--- src/include/pifo_defines.svh ---
`ifndef PIFO_DEFINES_SVH
`define PIFO_DEFINES_SVH

// ---------------------------------------------------------------------------
// Data widths
// ---------------------------------------------------------------------------

// Stored value, all ones marks an empty slot
`define PIFO_VALUE_W 16

// Entries below a slot, 84 fits easily
`define PIFO_COUNT_W 8

// ---------------------------------------------------------------------------
// Tree shape
// ---------------------------------------------------------------------------

`define PIFO_LEVELS 3  // Root plus two levels
`define PIFO_SLOTS  4  // Slots per node

// Node index within a level, 16 leaf nodes
`define PIFO_NODE_ADDR_W 4

`endif

--- src/pifo_data_pkg.sv ---
`include "pifo_defines.svh"

package pifo_data_pkg;

    // Queued value, all ones means the slot is empty
    typedef logic [`PIFO_VALUE_W-1:0] value_t;

    // Number of entries in the subtree below a slot
    typedef logic [`PIFO_COUNT_W-1:0] count_t;

    // Slot position within one node
    typedef logic [$clog2(`PIFO_SLOTS)-1:0] slot_idx_t;

    // One node memory word
    // Slot s sits at bits [s*24 +: 24], count above value, slot 0 lowest
    typedef logic [`PIFO_SLOTS*(`PIFO_COUNT_W+`PIFO_VALUE_W)-1:0] node_word_t;

endpackage

--- src/pifo_ctrl_pkg.sv ---
`include "pifo_defines.svh"

package pifo_ctrl_pkg;

    // Stage states of one tree level
    typedef enum logic [1:0] {
        st_idle = 2'b00,
        st_push = 2'b01,
        st_pop  = 2'b11,
        st_wb   = 2'b10   // Pop refill write
    } level_state_t;

    // Node index within a level
    // Child of node n through slot s is node 4n+s
    typedef logic [`PIFO_NODE_ADDR_W-1:0] node_addr_t;

endpackage

--- src/pifo_node_ram.sv ---
`include "pifo_defines.svh"

module pifo_node_ram #(
    parameter int DEPTH = 1  // Nodes in this level
) (
    input  logic                      i_clk,
    input  logic                      i_arst_n,
    input  logic                      i_rd_en,
    input  pifo_ctrl_pkg::node_addr_t i_rd_addr,
    output pifo_data_pkg::node_word_t o_rd_data,
    input  logic                      i_wr_en,
    input  pifo_ctrl_pkg::node_addr_t i_wr_addr,
    input  pifo_data_pkg::node_word_t i_wr_data
);

    // Every slot empty with a zero count
    localparam pifo_data_pkg::node_word_t EMPTY_WORD =
        {`PIFO_SLOTS{{`PIFO_COUNT_W{1'b0}}, {`PIFO_VALUE_W{1'b1}}}};

    pifo_data_pkg::node_word_t mem [DEPTH];
    pifo_data_pkg::node_word_t mem_word;

    // Read mux over the stored nodes
    always_comb begin
        mem_word = mem[0];
        for (int i = 0; i < DEPTH; i++) begin
            if (i_rd_addr == pifo_ctrl_pkg::node_addr_t'(i)) begin
                mem_word = mem[i];
            end
        end
    end

    always_ff @(posedge i_clk or negedge i_arst_n) begin
        if (!i_arst_n) begin
            for (int i = 0; i < DEPTH; i++) begin
                mem[i] <= EMPTY_WORD;
            end
            o_rd_data <= EMPTY_WORD;
        end else begin
            for (int i = 0; i < DEPTH; i++) begin
                if (i_wr_en && i_wr_addr == pifo_ctrl_pkg::node_addr_t'(i)) begin
                    mem[i] <= i_wr_data;
                end
            end
            if (i_rd_en) begin
                // Write-first on an address collision
                o_rd_data <= (i_wr_en && i_wr_addr == i_rd_addr) ? i_wr_data : mem_word;
            end
        end
    end

endmodule

--- src/pifo_slot_select.sv ---
`include "pifo_defines.svh"

module pifo_slot_select (
    input  pifo_data_pkg::node_word_t i_word,
    output pifo_data_pkg::slot_idx_t  o_min_count_slot,  // Push target
    output pifo_data_pkg::slot_idx_t  o_min_value_slot   // Pop source
);

    localparam int SLOT_W = `PIFO_VALUE_W + `PIFO_COUNT_W;

    pifo_data_pkg::count_t counts [`PIFO_SLOTS];
    pifo_data_pkg::value_t values [`PIFO_SLOTS];

    // ---------------------------------------------------------------------------
    // Split the node word into its slot fields
    // ---------------------------------------------------------------------------
    always_comb begin
        for (int s = 0; s < `PIFO_SLOTS; s++) begin
            values[s] = i_word[s*SLOT_W +: `PIFO_VALUE_W];
            counts[s] = i_word[s*SLOT_W + `PIFO_VALUE_W +: `PIFO_COUNT_W];
        end
    end

    // ---------------------------------------------------------------------------
    // Minimum scans, strict compare keeps the lowest index on a tie
    // ---------------------------------------------------------------------------

    // Least populated subtree
    always_comb begin : count_scan
        pifo_data_pkg::count_t best_count;
        best_count       = counts[0];
        o_min_count_slot = '0;
        for (int s = 1; s < `PIFO_SLOTS; s++) begin
            if (counts[s] < best_count) begin
                best_count       = counts[s];
                o_min_count_slot = pifo_data_pkg::slot_idx_t'(s);
            end
        end
    end

    // Smallest stored value, empty slots lose by their all-ones value
    always_comb begin : value_scan
        pifo_data_pkg::value_t best_value;
        best_value       = values[0];
        o_min_value_slot = '0;
        for (int s = 1; s < `PIFO_SLOTS; s++) begin
            if (values[s] < best_value) begin
                best_value       = values[s];
                o_min_value_slot = pifo_data_pkg::slot_idx_t'(s);
            end
        end
    end

endmodule

--- src/pifo_level.sv ---
`include "pifo_defines.svh"

module pifo_level #(
    parameter int LEVEL = 0  // 0 is the root
) (
    input  logic                      i_clk,
    input  logic                      i_arst_n,

    // Parent side
    input  logic                      i_push,
    input  pifo_data_pkg::value_t     i_push_value,
    input  logic                      i_pop,
    input  pifo_ctrl_pkg::node_addr_t i_node_addr,
    output pifo_data_pkg::value_t     o_pop_value,

    // Child side
    output logic                      o_push,
    output pifo_data_pkg::value_t     o_push_value,
    output logic                      o_pop,
    output pifo_ctrl_pkg::node_addr_t o_child_addr,
    input  pifo_data_pkg::value_t     i_child_pop_value,

    // Status
    output logic                      o_ready,
    output logic                      o_pop_valid
);

    localparam int VALUE_W = `PIFO_VALUE_W;
    localparam int COUNT_W = `PIFO_COUNT_W;
    localparam int SLOT_W  = VALUE_W + COUNT_W;
    localparam int IDX_W   = $bits(pifo_data_pkg::slot_idx_t);
    localparam int DEPTH   = `PIFO_SLOTS ** LEVEL;    // 1, 4, 16 nodes
    localparam bit FORWARD = (LEVEL < `PIFO_LEVELS - 1);  // Leaf keeps everything

    localparam pifo_data_pkg::value_t EMPTY_VALUE = '1;

    // ---------------------------------------------------------------------------
    // Declarations
    // ---------------------------------------------------------------------------
    pifo_ctrl_pkg::level_state_t r_state;
    pifo_ctrl_pkg::node_addr_t   r_addr;       // Node under update
    pifo_data_pkg::value_t       r_push_value;

    logic cmd_push;
    logic cmd_pop;
    logic accept;

    pifo_data_pkg::node_word_t rd_word;
    pifo_data_pkg::node_word_t wr_word;
    logic                      wr_en;

    pifo_data_pkg::slot_idx_t cnt_slot;
    pifo_data_pkg::slot_idx_t val_slot;
    pifo_data_pkg::slot_idx_t sel_slot;
    pifo_data_pkg::value_t    sel_value;
    pifo_data_pkg::count_t    sel_count;

    pifo_data_pkg::value_t new_value;
    pifo_data_pkg::count_t new_count;
    logic                  push_fwd;
    pifo_data_pkg::value_t push_fwd_value;

    // One command at a time, push with pop together is dropped
    assign cmd_push = i_push & ~i_pop;
    assign cmd_pop  = i_pop & ~i_push;
    assign accept   = (r_state != pifo_ctrl_pkg::st_pop) & (cmd_push | cmd_pop);

    // ---------------------------------------------------------------------------
    // Command FSM
    // ---------------------------------------------------------------------------
    always_ff @(posedge i_clk or negedge i_arst_n) begin
        if (!i_arst_n) begin
            r_state <= pifo_ctrl_pkg::st_idle;
            r_addr  <= '0;
        end else begin
            case (r_state)
                pifo_ctrl_pkg::st_pop: begin
                    r_state <= pifo_ctrl_pkg::st_wb;  // Child value arrives next
                end
                default: begin
                    if (cmd_push) begin
                        r_state <= pifo_ctrl_pkg::st_push;
                        r_addr  <= i_node_addr;
                    end else if (cmd_pop) begin
                        r_state <= pifo_ctrl_pkg::st_pop;
                        r_addr  <= i_node_addr;
                    end else begin
                        r_state <= pifo_ctrl_pkg::st_idle;
                    end
                end
            endcase
        end
    end

    always_ff @(posedge i_clk) begin
        if (accept && cmd_push) begin
            r_push_value <= i_push_value;
        end
    end

    // ---------------------------------------------------------------------------
    // Node memory and slot choice
    // ---------------------------------------------------------------------------
    pifo_node_ram #(
        .DEPTH (DEPTH)
    ) u_ram (
        .i_clk     (i_clk),
        .i_arst_n  (i_arst_n),
        .i_rd_en   (accept),
        .i_rd_addr (i_node_addr),
        .o_rd_data (rd_word),
        .i_wr_en   (wr_en),
        .i_wr_addr (r_addr),
        .i_wr_data (wr_word)
    );

    pifo_slot_select u_select (
        .i_word           (rd_word),
        .o_min_count_slot (cnt_slot),
        .o_min_value_slot (val_slot)
    );

    // Push goes to the lightest subtree, pop takes the minimum value
    assign sel_slot  = (r_state == pifo_ctrl_pkg::st_push) ? cnt_slot : val_slot;
    assign sel_value = rd_word[sel_slot*SLOT_W +: VALUE_W];
    assign sel_count = rd_word[sel_slot*SLOT_W + VALUE_W +: COUNT_W];

    // ---------------------------------------------------------------------------
    // Word update
    // ---------------------------------------------------------------------------
    always_comb begin
        wr_en          = 1'b0;
        wr_word        = rd_word;
        new_value      = sel_value;
        new_count      = sel_count;
        push_fwd       = 1'b0;
        push_fwd_value = r_push_value;
        case (r_state)
            pifo_ctrl_pkg::st_push: begin
                wr_en     = 1'b1;
                new_count = pifo_data_pkg::count_t'(sel_count + 1'b1);
                if (sel_value == EMPTY_VALUE) begin
                    new_value = r_push_value;  // Free slot, nothing moves down
                end else begin
                    push_fwd = 1'b1;
                    if (r_push_value < sel_value) begin
                        new_value      = r_push_value;
                        push_fwd_value = sel_value;  // Displaced entry sinks
                    end
                end
                wr_word[sel_slot*SLOT_W +: SLOT_W] = {new_count, new_value};
            end
            pifo_ctrl_pkg::st_wb: begin
                wr_en = 1'b1;
                // Refill from the child only if the slot held something
                if (sel_count != '0) begin
                    new_count = pifo_data_pkg::count_t'(sel_count - 1'b1);
                    new_value = i_child_pop_value;
                end
                wr_word[sel_slot*SLOT_W +: SLOT_W] = {new_count, new_value};
            end
            default: begin
            end
        endcase
    end

    // ---------------------------------------------------------------------------
    // Outputs
    // ---------------------------------------------------------------------------
    assign o_pop_value  = (r_state == pifo_ctrl_pkg::st_pop) ? sel_value : EMPTY_VALUE;

    assign o_push       = FORWARD ? push_fwd : 1'b0;
    assign o_push_value = push_fwd_value;
    assign o_pop        = FORWARD ? (r_state == pifo_ctrl_pkg::st_pop ||
                                     r_state == pifo_ctrl_pkg::st_wb) : 1'b0;
    assign o_child_addr = {r_addr[`PIFO_NODE_ADDR_W-IDX_W-1:0], sel_slot};  // 4n + s

    assign o_ready      = (r_state != pifo_ctrl_pkg::st_pop);
    assign o_pop_valid  = (r_state == pifo_ctrl_pkg::st_pop);

endmodule

--- config.mk ---
export PLATFORM = sky130hd
export DESIGN_NAME = pifo_level
export DESIGN_NICKNAME = d
export VERILOG_FILES = /design/src/pifo_data_pkg.sv /design/src/pifo_ctrl_pkg.sv /design/src/pifo_node_ram.sv /design/src/pifo_slot_select.sv /design/src/pifo_level.sv
export VERILOG_INCLUDE_DIRS = /design/src /design/src/include
export SDC_FILE = /design/constraint.sdc
export NUM_CORES = 1
export LEC_CHECK = 0
export ABC_CLOCK_PERIOD_IN_PS = 30200
export BUFFER_PORTS_ARGS = -buffer_cell sky130_fd_sc_hd__buf_4
export CAP_MARGIN = 20
export CELL_PAD_IN_SITES_DETAIL_PLACEMENT = 1
export CELL_PAD_IN_SITES_GLOBAL_PLACEMENT = 1
export CORE_ASPECT_RATIO = 1.25
export CORE_MARGIN = 5
export CORE_UTILIZATION = 50
export DETAILED_ROUTE_END_ITERATION = 6
export PLACE_DENSITY_LB_ADDON = 0.1
export SYNTH_ARGS = -nofsm -noshare
export SYNTH_HDL_FRONTEND = slang
export SYNTH_HIERARCHICAL = 1
export SYNTH_SLANG_ARGS = --single-unit
--- constraint.sdc ---
create_clock -name i_clk -period 30.2 [get_ports i_clk]
set_input_delay 7.55 -clock i_clk [delete_from_list [all_inputs] [get_ports i_clk]]
set_output_delay 7.55 -clock i_clk [all_outputs]
set_load 0.1 [all_outputs]
* Word level (Yosys, flattened, before mapping)
Index checks and enable logic that the tools add are counted. W data, S select, Z words.
Word-level totals: register bits 214, bits of input ports 40, output and inout bits 40, word-level logic and storage cells 78
Operators by class: add/sub/neg operators 4, multiply operators 1, magnitude comparators 7, equal/unequal tests 6, shift operators 5, mux-type cells 34, bitwise operators 7, reduce and logical (&&, ||, !) cells 9
Operators by type and width (count):
- $bwmux W96 | 2
- $pmux W96 S2 | 1
- $shiftx A24 B34 Y96 | 2
- $mux W16 | 11
- $mux W96 | 1
- $shift A24 B34 Y96 const A | 1
- $shiftx A96 B8 Y16 | 1
- $shiftx A96 B9 Y8 | 1
- $lt A16 B16 Y1 | 4
- $neg A7 Y34 | 1
- $mux W8 | 4
- $lt A8 B8 Y1 | 3
- $eq A16 B16 Y1 const B | 1
- $mux W2 | 8
- $add A7 B5 Y8 const B | 1
- $add A8 B1 Y8 const B | 1
- $mux W4 | 2
- $reduce_bool A8 Y1 | 1
- $sub A8 B1 Y8 const B | 1
- $mux W1 | 5
- $eq A2 B2 Y1 const B | 2
- $eq A4 B4 Y1 | 1
- $logic_not A4 Y1 | 1
- $mul A2 B2 Y4 const B | 1
- other kinds (10) | 16

* Longest topological paths before layout
Gate-level depths: netlist of run 1.
word-level depth 17, gate-level depth with buffers 51

* Cells and area by module
The synthesis of run 1 kept the hierarchy.
By module, submodules not included:
- pifo_node_ram | times used 1, cells each 859, area each 9016.1 sq um, seq. area each 4964.8 sq um
- pifo_level | times used 1, cells each 1142, area each 7485.9 sq um, seq. area each 630.6 sq um
- pifo_slot_select | times used 1, cells each 307, area each 2160.8 sq um, seq. area each 0.0 sq um

* Worst setup path after synthesis of run 1
OpenSTA, ideal clock, no wires.
kind reg-to-output, start register u_ram.o_rd_data[1], end output port o_push_value[10], arrival time 9.113 ns, data required time 22.650 ns, slack 13.537 ns, stages on the path, launching flop included 46, cell sequence dfstp_2 > inv_1 > ha_1 > a2111oi_0 > and4b_1 > o32ai_4 > buf_2 > nor2_1 > a21oi_1 > ha_1 > a211oi_1 > o21ai_0 > a221oi_1 > nand3_1 > a21oi_1 > a21boi_2 > buf_2 > nand2_1 > [10 not listed] > mux2_4 > buf_6 > buf_6 > clkbuf_1 > clkbuf_1 > nand2_1 > a31oi_1 > inv_1 > ha_1 > a21o_1 > a21o_1 > a21o_1 > a2111oi_2 > nor3_1 > or4_1 > buf_2 > buf_6 > mux2_4
Between the ends: longest elaborated chain between the ends 13
RTL lines:
- from (decl) | RTL line pifo_node_ram.sv:10 | output pifo_data_pkg::node_word_t o_rd_data,
- from (signal assigned) | RTL line pifo_node_ram.sv:47 | o_rd_data <= (i_wr_en && i_wr_addr == i_rd_addr) ? i_wr_data : mem_word;
- $lt A16 B16 Y1 | RTL line pifo_slot_select.sv:47 | if (values[s] < best_value) begin
- $mux W16 (*) | RTL line pifo_slot_select.sv:47
- $lt A16 B16 Y1 | RTL line pifo_slot_select.sv:47
- $mux W16 | RTL line pifo_slot_select.sv:47
- $lt A16 B16 Y1 | RTL line pifo_slot_select.sv:47
- $mux W2 (*) | RTL line pifo_slot_select.sv:47
- net val_slot[1] | RTL line pifo_level.sv:53 | pifo_data_pkg::slot_idx_t val_slot;
- $mux W2 (*) | RTL line pifo_level.sv:124 | assign sel_slot = (r_state == pifo_ctrl_pkg::st_push) ? cnt_slot : val_slot;
- $mul A2 B2 Y4 (*) | RTL line pifo_level.sv:125 | assign sel_value = rd_word[sel_slot*SLOT_W +: VALUE_W];
- $shiftx A96 B8 Y16 (*) | RTL line pifo_level.sv:125
- $lt A16 B16 Y1 | RTL line pifo_level.sv:146 | if (r_push_value < sel_value) begin
- $mux W16 | RTL line pifo_level.sv:146
- $mux W16 (*) | RTL line pifo_level.sv:142 | if (sel_value == EMPTY_VALUE) begin
- $mux W16 (*) | RTL line pifo_level.sv:138 | case (r_state)
- to (decl) | RTL line pifo_level.sv:18 | output pifo_data_pkg::value_t o_push_value,
Mark *: on every way through the listed nets, which the timed path passes. The rest lies on a longest branch.

* Final worst setup path of run 1
start register u_ram.o_rd_data[9], end output port o_push_value[5]
Same word-level chain as after synthesis.

==> results_dict.tcl, run 1 <==
set metrics [dict create \
    setup_tns_ps 0 \
    die_height_um 226 \
    yosysSeqAreaShare 0.300 \
    synth_top_flop_cell "dfstp_2" \
    syn_to_final_growth_pct 8.33 \
    ctsResizeCount 0 \
    met3WireLength_um 8290 \
    wl_met1_um 32800 \
    worst-path-max-fanout 57 \
    crit_path_start_kind "flop" \
    first_global_vias 20800 \
    routed_wl_um 89200 \
    syn-num-nets 2439 \
    portBuffers 79 \
    timing.slew.headroom 0.175 \
    gr-total-overflow 0 \
    yosysMostFrequentCell "nor2_1" \
    finalClockSkew_ps 17.1 \
    period_share 0.678 \
    status "finished clean" \
    cpMostUsedCell "a21o_1" \
    layout_setup_ws_ps 9710 \
    synth-edff-count 16 \
    std_cell_rows 79 \
    pin_count 80 \
    syn_inst 2308 \
    drive_gt1_frac 0.195 \
    maxUsedRoutingLayer "met4" \
    core_um2 37100 \
    hold_path.class "reg -> reg" \
    synth-warning-count 6 \
    holdBufCountCts 0 \
    place_congestion 1.03 \
    diodes 0 \
    clkTransAtPathRegs_ps 70 \
    drtIter0Drc 2060 \
    setup_violations 0 \
    routedWlPerCell_um 32.1 \
    final_core_util 0.545 \
    vias 20100 \
    wl_met2_um 40300 \
    synth.area.top_cells "dfstp_2 (18%), dfrtp_1 (9.4%), a21oi_1 (6.8%)" \
    arrival_ps 12940 \
    crit_path_max_incr_delay_ps 880 \
    dr.pass1.iters 5 \
    vias_per_cell 7.25 \
    ctsRootBufferMaster "clkbuf_16" \
    synth_cell_type_count 84 \
    netlist.area_leader.share 0.180 \
    start_util 0.503 \
    async_reset_ff_frac 0.925 \
    worst_pin_slew_ps 1230 \
    grt_antenna_before_repair 2 \
    grtUsageTotal 0.417 \
    drv_slew 0 \
    endpoint_kind "primary output" \
    yosys.area.top_type "dfstp_2" \
    grt_pass1_wl_um 132000 \
    worst_ep_required_time_ps 22650 \
    syn-cell-area_um2 18700 \
    numCtsBuffers 25 \
    dp_slack_ps 10790 \
    fin_nets 2405 \
    cts_tree "done" \
    clockBufferDepth 3 \
    dp_hpwl_um 62500 \
    clock_sinks 214 \
    worst_path_max_delay_cell "or4_1" \
    post-cts-setup-buffer-count 0 \
    detail_route.drc_violations 0 \
    finalCriticalPeriod_ps 20490 \
    die_w_um 183 \
    ys_top_cells_by_count "nor2_1 (269), a21oi_1 (255), o21ai_0 (230)" \
    crit_type "reg -> out" \
    drv_cap 0 \
    fmax_mhz 48.8 \
    insertion_delay_ps 550 \
    hold_viol_final 0 \
    rsz0062_at_grt "no" \
    grt_start_max_net_pins 102 \
    ant_nets 0 \
    syn_area_per_cell_um2 8.09 \
    synth-seq-cells 214 \
    h-tree-depth 1 \
    dieArea_um2 41300 \
]
-- cell families after synthesis --
group,after synthesis,share of synthesized area
compound gates,859,0.283
xor+xnor,12,0.00603
fa+ha+maj,91,0.0610
buf+inv,245,0.0569
flops,214,0.300
mux,218,0.132
simple gates,669,0.161
-- area by class of cell --
| type | count | area (um2) |
|---|---|---|
| timing repair buffer | 124 | 947 |
| inverter | 60 | 226 |
| clock inverter | 6 | 58.8 |
| fill | 4464 | 16800 |
| multi-input combinational | 1849 | 12100 |
| sequential | 214 | 5600 |
| clock buffer | 39 | 708 |
| tap | 486 | 608 |
-- layout by cell type, fill, tap and decap left out, drive strengths merged, types with 8 or more instances in the layout --
master  count
or3         9
nand2b     14
nand3     125
edfxtp     16
o31ai      11
a31oi      31
xnor2      10
nand2     156
a211oi     12
a221oi     15
a21oi     255
o221ai      8
buf       122
clkbuf     41
nand4      20
ha         91
o211ai     31
nor3       21
nor2b      11
mux2      159
and3       13
a22oi      17
o22ai      39
a21boi      9
a21o       17
o21a      120
nor2      270
mux2i      57
dfstp     128
o21ai     242
dfrtp      70
inv        61
-- critical path, delay by kind of cell, from the launching register on --
family,cells,cell delay (ps)
DFF,1,610
muxes,2,1070
buffers and inverters,6,1730
adders and majority gates,4,1110
AOI/OAI and AO/OA,20,5880
and+or+nand+nor,8,1930
-- layer usage --
metal | vias to the layer above | GRT usage
li1 | 8389 | -
met1 | 9997 | 0.500
met2 | 1284 | 0.669
met3 | 462 | 0.0876
met4 | 0 | 0.288
met5 | - | 0
-- registers in the layout, summed over array words and instances (netlist names) --
register	count
r_state	2
u_ram/mem	96
r_push_value	16
r_addr	4
u_ram/o_rd_data	96
-- worst paths after layout --
kind                                         start             endpoint  slack [ps]  depth (start not counted)
max in group asynchronous                 i_arst_n        u_ram/mem[59]       21890                          2
worst min-delay path                 u_ram/mem[69]        u_ram/mem[69]         480                          1
min in group asynchronous                 i_arst_n           r_state[1]        6990                          1
worst min register to register       u_ram/mem[69]        u_ram/mem[69]         480                          1
worst max-delay path            u_ram/o_rd_data[9]      o_push_value[5]        9710                         40
worst max register to register  u_ram/o_rd_data[9]  u_ram/o_rd_data[54]       16700                         45
-- per-stage QoR --
step / hold WS [ps] / instances / area, um2
final: 482 / 2778 / 20200
after global routing: 503 / 2778 / 20200
after CTS: 486 / 2776 / 20200
after detailed placement: 473 / 2731 / 19400
after global placement: 461 / 2731 / 19400
after floorplan: 451 / 2308 / 18700
Power of run 1 is not shown: default switching activity piles up to over one toggle a cycle in this logic, so the estimate is an artifact.
==> inputs of run 2 (changes only) <==
--- a/config.mk
+++ b/config.mk
@@ -6,14 +6,14 @@
 export SDC_FILE = /design/constraint.sdc
 export NUM_CORES = 1
 export LEC_CHECK = 0
-export ABC_CLOCK_PERIOD_IN_PS = 30200
+export ABC_CLOCK_PERIOD_IN_PS = 16800
 export BUFFER_PORTS_ARGS = -buffer_cell sky130_fd_sc_hd__buf_4
 export CAP_MARGIN = 20
 export CELL_PAD_IN_SITES_DETAIL_PLACEMENT = 1
 export CELL_PAD_IN_SITES_GLOBAL_PLACEMENT = 1
 export CORE_ASPECT_RATIO = 1.25
 export CORE_MARGIN = 5
-export CORE_UTILIZATION = 50
+export CORE_UTILIZATION = 44
 export DETAILED_ROUTE_END_ITERATION = 6
 export PLACE_DENSITY_LB_ADDON = 0.1
 export SYNTH_ARGS = -nofsm -noshare
==> constraint.sdc (replaced) <==
create_clock -name i_clk -period 16.8 [get_ports i_clk]
set_input_delay 4.2 -clock i_clk [delete_from_list [all_inputs] [get_ports i_clk]]
set_output_delay 4.2 -clock i_clk [all_outputs]
set_load 0.1 [all_outputs]
==> results_dict.tcl, run 2 (synthesis results as in run 1) <==
set metrics [dict create \
    critPathLaunch "u_ram/o_rd_data[13]" \
    dr.pass1.iters 5 \
    grt_use_met3 0.0650 \
    clockBufferDepth 3 \
    met2_usage 0.607 \
    drv_cap 0 \
    final_cell_mix "nor2_1 (262), a21oi_1 (255), o21ai_0 (230)" \
    crit_path_start_kind "flop" \
    syn_to_final_growth_pct 9.48 \
    core_um2 42000 \
    vias 19700 \
    numCtsBuffers 26 \
    drv_slew 0 \
    dieArea_um2 46700 \
    setup_violations 0 \
    first_global_vias 20000 \
    worst_path_max_delay_cell "or4_1" \
    clkTransAtPathRegs_ps 60 \
    grt_pass1_wl_um 133000 \
    grtUsageTotal 0.373 \
    worst-r2r-cell-count 43 \
    gr-total-overflow 0 \
    r2r-start "u_ram/o_rd_data[13]" \
    fill_cells 5038 \
    worst-path-max-fanout 33 \
    multiInputGateArea_um2 12100 \
    std_cell_rows 84 \
    grt-busiest-layer "met2" \
    final_common_cell "nor2_1" \
    crit_type "reg -> out" \
    worst_ep_required_time_ps 12600 \
    register_area_um2 5600 \
    path_buf_inv 6 \
    timing.slew.headroom 0.191 \
    ant_nets 0 \
    grt_start_max_net_pins 97 \
    pin_count 80 \
    endpoint_kind "primary output" \
    hold_viol_final 0 \
    ctsRootBufferMaster "clkbuf_16" \
    fmax_mhz 63.0 \
    arrival_ps 11680 \
    ctsResizeCount 0 \
    fin_nets 2409 \
    routedWlPerCell_um 31.6 \
    drive_gt1_frac 0.199 \
    rr_endpoint "u_ram/mem[86]" \
    hold_path.class "reg -> reg" \
    finalClockSkew_ps 29.0 \
    insertion_delay_ps 580 \
    period_share 0.945 \
    detail_route.drc_violations 0 \
    post-cts-setup-buffer-count 0 \
    worst_pin_slew_ps 1200 \
    top_regs "u_ram/mem: 96 flops, u_ram/o_rd_data: 96 flops, r_push_value: 16 flops" \
    vias_per_cell 6.89 \
    cts_tree "done" \
    crit_path_max_incr_delay_ps 880 \
    critical_path.top_delay_family "compound AO/OA/AOI/OAI gates" \
    dp_hpwl_um 63000 \
    met1_usage 0.463 \
    start_util 0.444 \
    place_congestion 1.02 \
    routed_wl_um 90200 \
    clock_sinks 214 \
    drtIter0Drc 1938 \
    cp.depth 41 \
    die_w_um 194 \
    portBuffers 79 \
    h-tree-depth 1 \
    die_height_um 240 \
    setup_tns_ps 0 \
    grt_antenna_before_repair 0 \
    r2r_setup_slack_ps 4000 \
    holdBufCountCts 0 \
    status "finished clean" \
    finalCriticalPeriod_ps 15880 \
    worstSetupEndpoint "o_push_value[11]" \
    rsz0062_at_grt "no" \
]
run 2: routing by layer:
layer | wire [um] | share of wire
met1 | 35000 | 0.39
met4 | 6790 | 0.075
met2 | 41100 | 0.46
met5 | 0 | 0
met3 | 7340 | 0.081
run 2: worst min path at each step:
stage | startpoint | endpoint | cells past startpoint
floorplan | u_ram/mem[66] | u_ram/mem[66] | 1
global placement | u_ram/mem[66] | u_ram/mem[66] | 1
detailed placement | u_ram/mem[67] | u_ram/mem[67] | 1
CTS | u_ram/mem[5] | u_ram/o_rd_data[5] | 2
global route | u_ram/mem[58] | u_ram/o_rd_data[58] | 2
finish | u_ram/mem[61] | u_ram/o_rd_data[61] | 2
run 2: worst register-to-register path, delay by kind of cell (launching register included):
| kind | cells | cell delay [ps] |
|---|---|---|
| compound gates | 23 | 6180 |
| mux | 4 | 2650 |
| buf+inv | 6 | 1550 |
| fa+ha+maj | 4 | 1140 |
| simple gates | 6 | 660 |
| flops | 1 | 590 |
run 2: stage by stage:
step                      hold WS, ps  utilization  cells  instance area, um2  setup WS [ps]
after global placement            461        0.465   2806               19500           1880
after CTS                         489        0.486   2855               20400            979
after floorplan                   451            -   2308               18700           3490
final                             488        0.486   2858               20400            922
after global routing              500        0.486   2857               20400            112
after detailed placement          475        0.465   2807               19600           1640
run 2: final cells by class:
class                      instances  share of cell area
inverter                          60              0.0111
clock inverter                    11             0.00490
antenna                            1            0.000122
clock buffer                      37              0.0375
sequential                       214               0.274
tap                              559              0.0342
multi-input combinational       1849               0.591
timing repair buffer             127              0.0470
Power of run 2 is left out for the same reason.
==> inputs of run 3 (changes only) <==
--- a/config.mk
+++ b/config.mk
@@ -6,6 +6,7 @@
 export SDC_FILE = /design/constraint.sdc
 export NUM_CORES = 1
 export LEC_CHECK = 0
+export ABC_AREA = 1
 export ABC_CLOCK_PERIOD_IN_PS = 16800
 export BUFFER_PORTS_ARGS = -buffer_cell sky130_fd_sc_hd__buf_4
 export CAP_MARGIN = 20
@@ -13,7 +14,7 @@
 export CELL_PAD_IN_SITES_GLOBAL_PLACEMENT = 1
 export CORE_ASPECT_RATIO = 1.25
 export CORE_MARGIN = 5
-export CORE_UTILIZATION = 44
+export CORE_UTILIZATION = 41
 export DETAILED_ROUTE_END_ITERATION = 6
 export PLACE_DENSITY_LB_ADDON = 0.1
 export SYNTH_ARGS = -nofsm -noshare
==> results_dict.tcl, run 3 <==
set metrics [dict create \
    drtIter0Drc 1964 \
    yosysMostFrequentCell "nand2_1" \
    synth-warning-count 6 \
    period_share 0.830 \
    setup_tns_ps 0 \
    grt_antenna_before_repair 4 \
    crit_path_start_kind "flop" \
    dp_slack_ps 3180 \
    ctsResizeCount 0 \
    fmax_mhz 71.7 \
    h-tree-depth 1 \
    worst_path_max_delay_cell "o21ai_0" \
    routedWlPerCell_um 27.5 \
    std_cell_rows 90 \
    netlist.area_leader.share 0.202 \
    syn-num-nets 3361 \
    fin_nets 3292 \
    start_util 0.412 \
    critical_path.top_delay_family "compound AO/OA/AOI/OAI gates" \
    clockBufferDepth 3 \
    finalCriticalPeriod_ps 13950 \
    yosysSeqAreaShare 0.282 \
    dieArea_um2 52800 \
    finalClockSkew_ps 39.5 \
    drive_gt1_frac 0.122 \
    syn-cell-area_um2 19800 \
    rsz0062_at_grt "no" \
    portBuffers 79 \
    final_common_cell "nand2_1" \
    cts_tree "done" \
    vias 23100 \
    worst_pin_slew_ps 1260 \
    crit_type "reg -> out" \
    place_congestion 1.04 \
    vias_per_cell 6.04 \
    timing.slew.headroom 0.157 \
    gr-total-overflow 0 \
    synth-edff-count 16 \
    met1_usage 0.473 \
    syn_inst 3230 \
    pin_count 80 \
    final_core_util 0.449 \
    grt_start_max_net_pins 101 \
    synth-seq-cells 214 \
    core_um2 48100 \
    synth.area.top_cells "nand2_1 (20%), dfstp_2 (17%), dfrtp_1 (8.8%)" \
    ys_top_cells_by_count "nand2_1 (1,068), inv_1 (346), nand3_1 (287)" \
    yosys.area.top_type "nand2_1" \
    grt_use_met3 0.0620 \
    async_reset_ff_frac 0.925 \
    clock_sinks 214 \
    insertion_delay_ps 590 \
    syn_to_final_growth_pct 9.06 \
    routed_wl_um 105000 \
    ant_nets 0 \
    dr.pass1.iters 5 \
    grt_pass1_wl_um 155000 \
    status "finished clean" \
    grt-busiest-layer "met2" \
    cpMostUsedCell "nand2_1" \
    hold_viol_final 0 \
    drv_slew 0 \
    synth_top_flop_cell "dfstp_2" \
    endpoint_kind "primary output" \
    synth_cell_type_count 55 \
    arrival_ps 9750 \
    die_w_um 207 \
    holdBufCountCts 0 \
    die_height_um 256 \
    grtUsageTotal 0.388 \
    syn_area_per_cell_um2 6.13 \
    worst_ep_required_time_ps 12600 \
    first_global_vias 23800 \
    final_cell_mix "nand2_1 (1,067), inv_1 (346), nand3_1 (286)" \
    drv_cap 0 \
    numCtsBuffers 26 \
    worst-path-max-fanout 38 \
    ctsRootBufferMaster "clkbuf_16" \
    path_buf_inv 7 \
    top_regs "u_ram/mem: 96 flops, u_ram/o_rd_data: 96 flops, r_push_value: 16 flops" \
    crit_path_max_incr_delay_ps 730 \
    layout_setup_ws_ps 2850 \
    setup_violations 0 \
    holdWs_ps 486 \
    post-cts-setup-buffer-count 0 \
    met2_usage 0.616 \
    dp_hpwl_um 76900 \
    detail_route.drc_violations 0 \
    clkTransAtPathRegs_ps 60 \
    hold_path.class "reg -> reg" \
]
[run 3: layer usage]
layer  vias to the layer above  share of wire
li1                      10300              -
met1                     11500           0.39
met2                       997           0.46
met3                       332          0.066
met4                         4          0.090
met5                         -        0.00026
[run 3: worst paths after layout]
path	start	end	slack [ps]	cells after the start
hold reg to reg	u_ram/mem[46]	u_ram/mem[46]	490	2
min in group asynchronous	i_arst_n	u_ram/mem[20]	3570	1
hold / removal	u_ram/mem[46]	u_ram/mem[46]	490	2
setup reg to reg	u_ram/o_rd_data[17]	u_ram/o_rd_data[51]	5600	41
max in group asynchronous	i_arst_n	r_addr[0]	11920	2
setup / recovery	u_ram/o_rd_data[17]	o_push_value[0]	2850	39
[run 3: final cells by class]
| class | count | area [um2] |
|---|---|---|
| antenna | 2 | 5.00 |
| clock buffer | 32 | 683 |
| clock inverter | 16 | 196 |
| fill | 6562 | 26500 |
| inverter | 367 | 1380 |
| multi-input combinational | 2430 | 12000 |
| sequential | 214 | 5600 |
| tap | 644 | 806 |
| timing repair buffer | 122 | 965 |
[run 3: per-stage QoR]
| step | std cells | area [um2] |
|---|---|---|
| 6_report | 3827 | 21600 |
| 5_1_grt | 3825 | 21600 |
| 4_1_cts | 3823 | 21500 |
| 3_5_place_dp | 3775 | 20700 |
| 3_3_place_gp | 3774 | 20700 |
| 2_1_floorplan | 3230 | 19800 |
[run 3: cell families (layout without fill, tap and decap cells)]
family                   Yosys count  in the layout  synth area share
AO/OA/AOI/OAI                    584            584             0.161
XOR/XNOR                           4              4           0.00253
adder cells (fa/ha/maj)           91             91            0.0575
buffers and inverters            586            537             0.118
flip-flops                       214            214             0.282
multiplexers                       5              5           0.00278
other                              0              2                 0
AND/OR/NAND/NOR                 1746           1746             0.375
[run 3: worst min-delay path: cells and delay by family (launching register included)]
kind | cells | cell delay [ps]
AOI/OAI and AO/OA | 1 | 60
DFF | 1 | 340
and+or+nand+nor | 1 | 50
Power of run 3 is left out for the same reason.
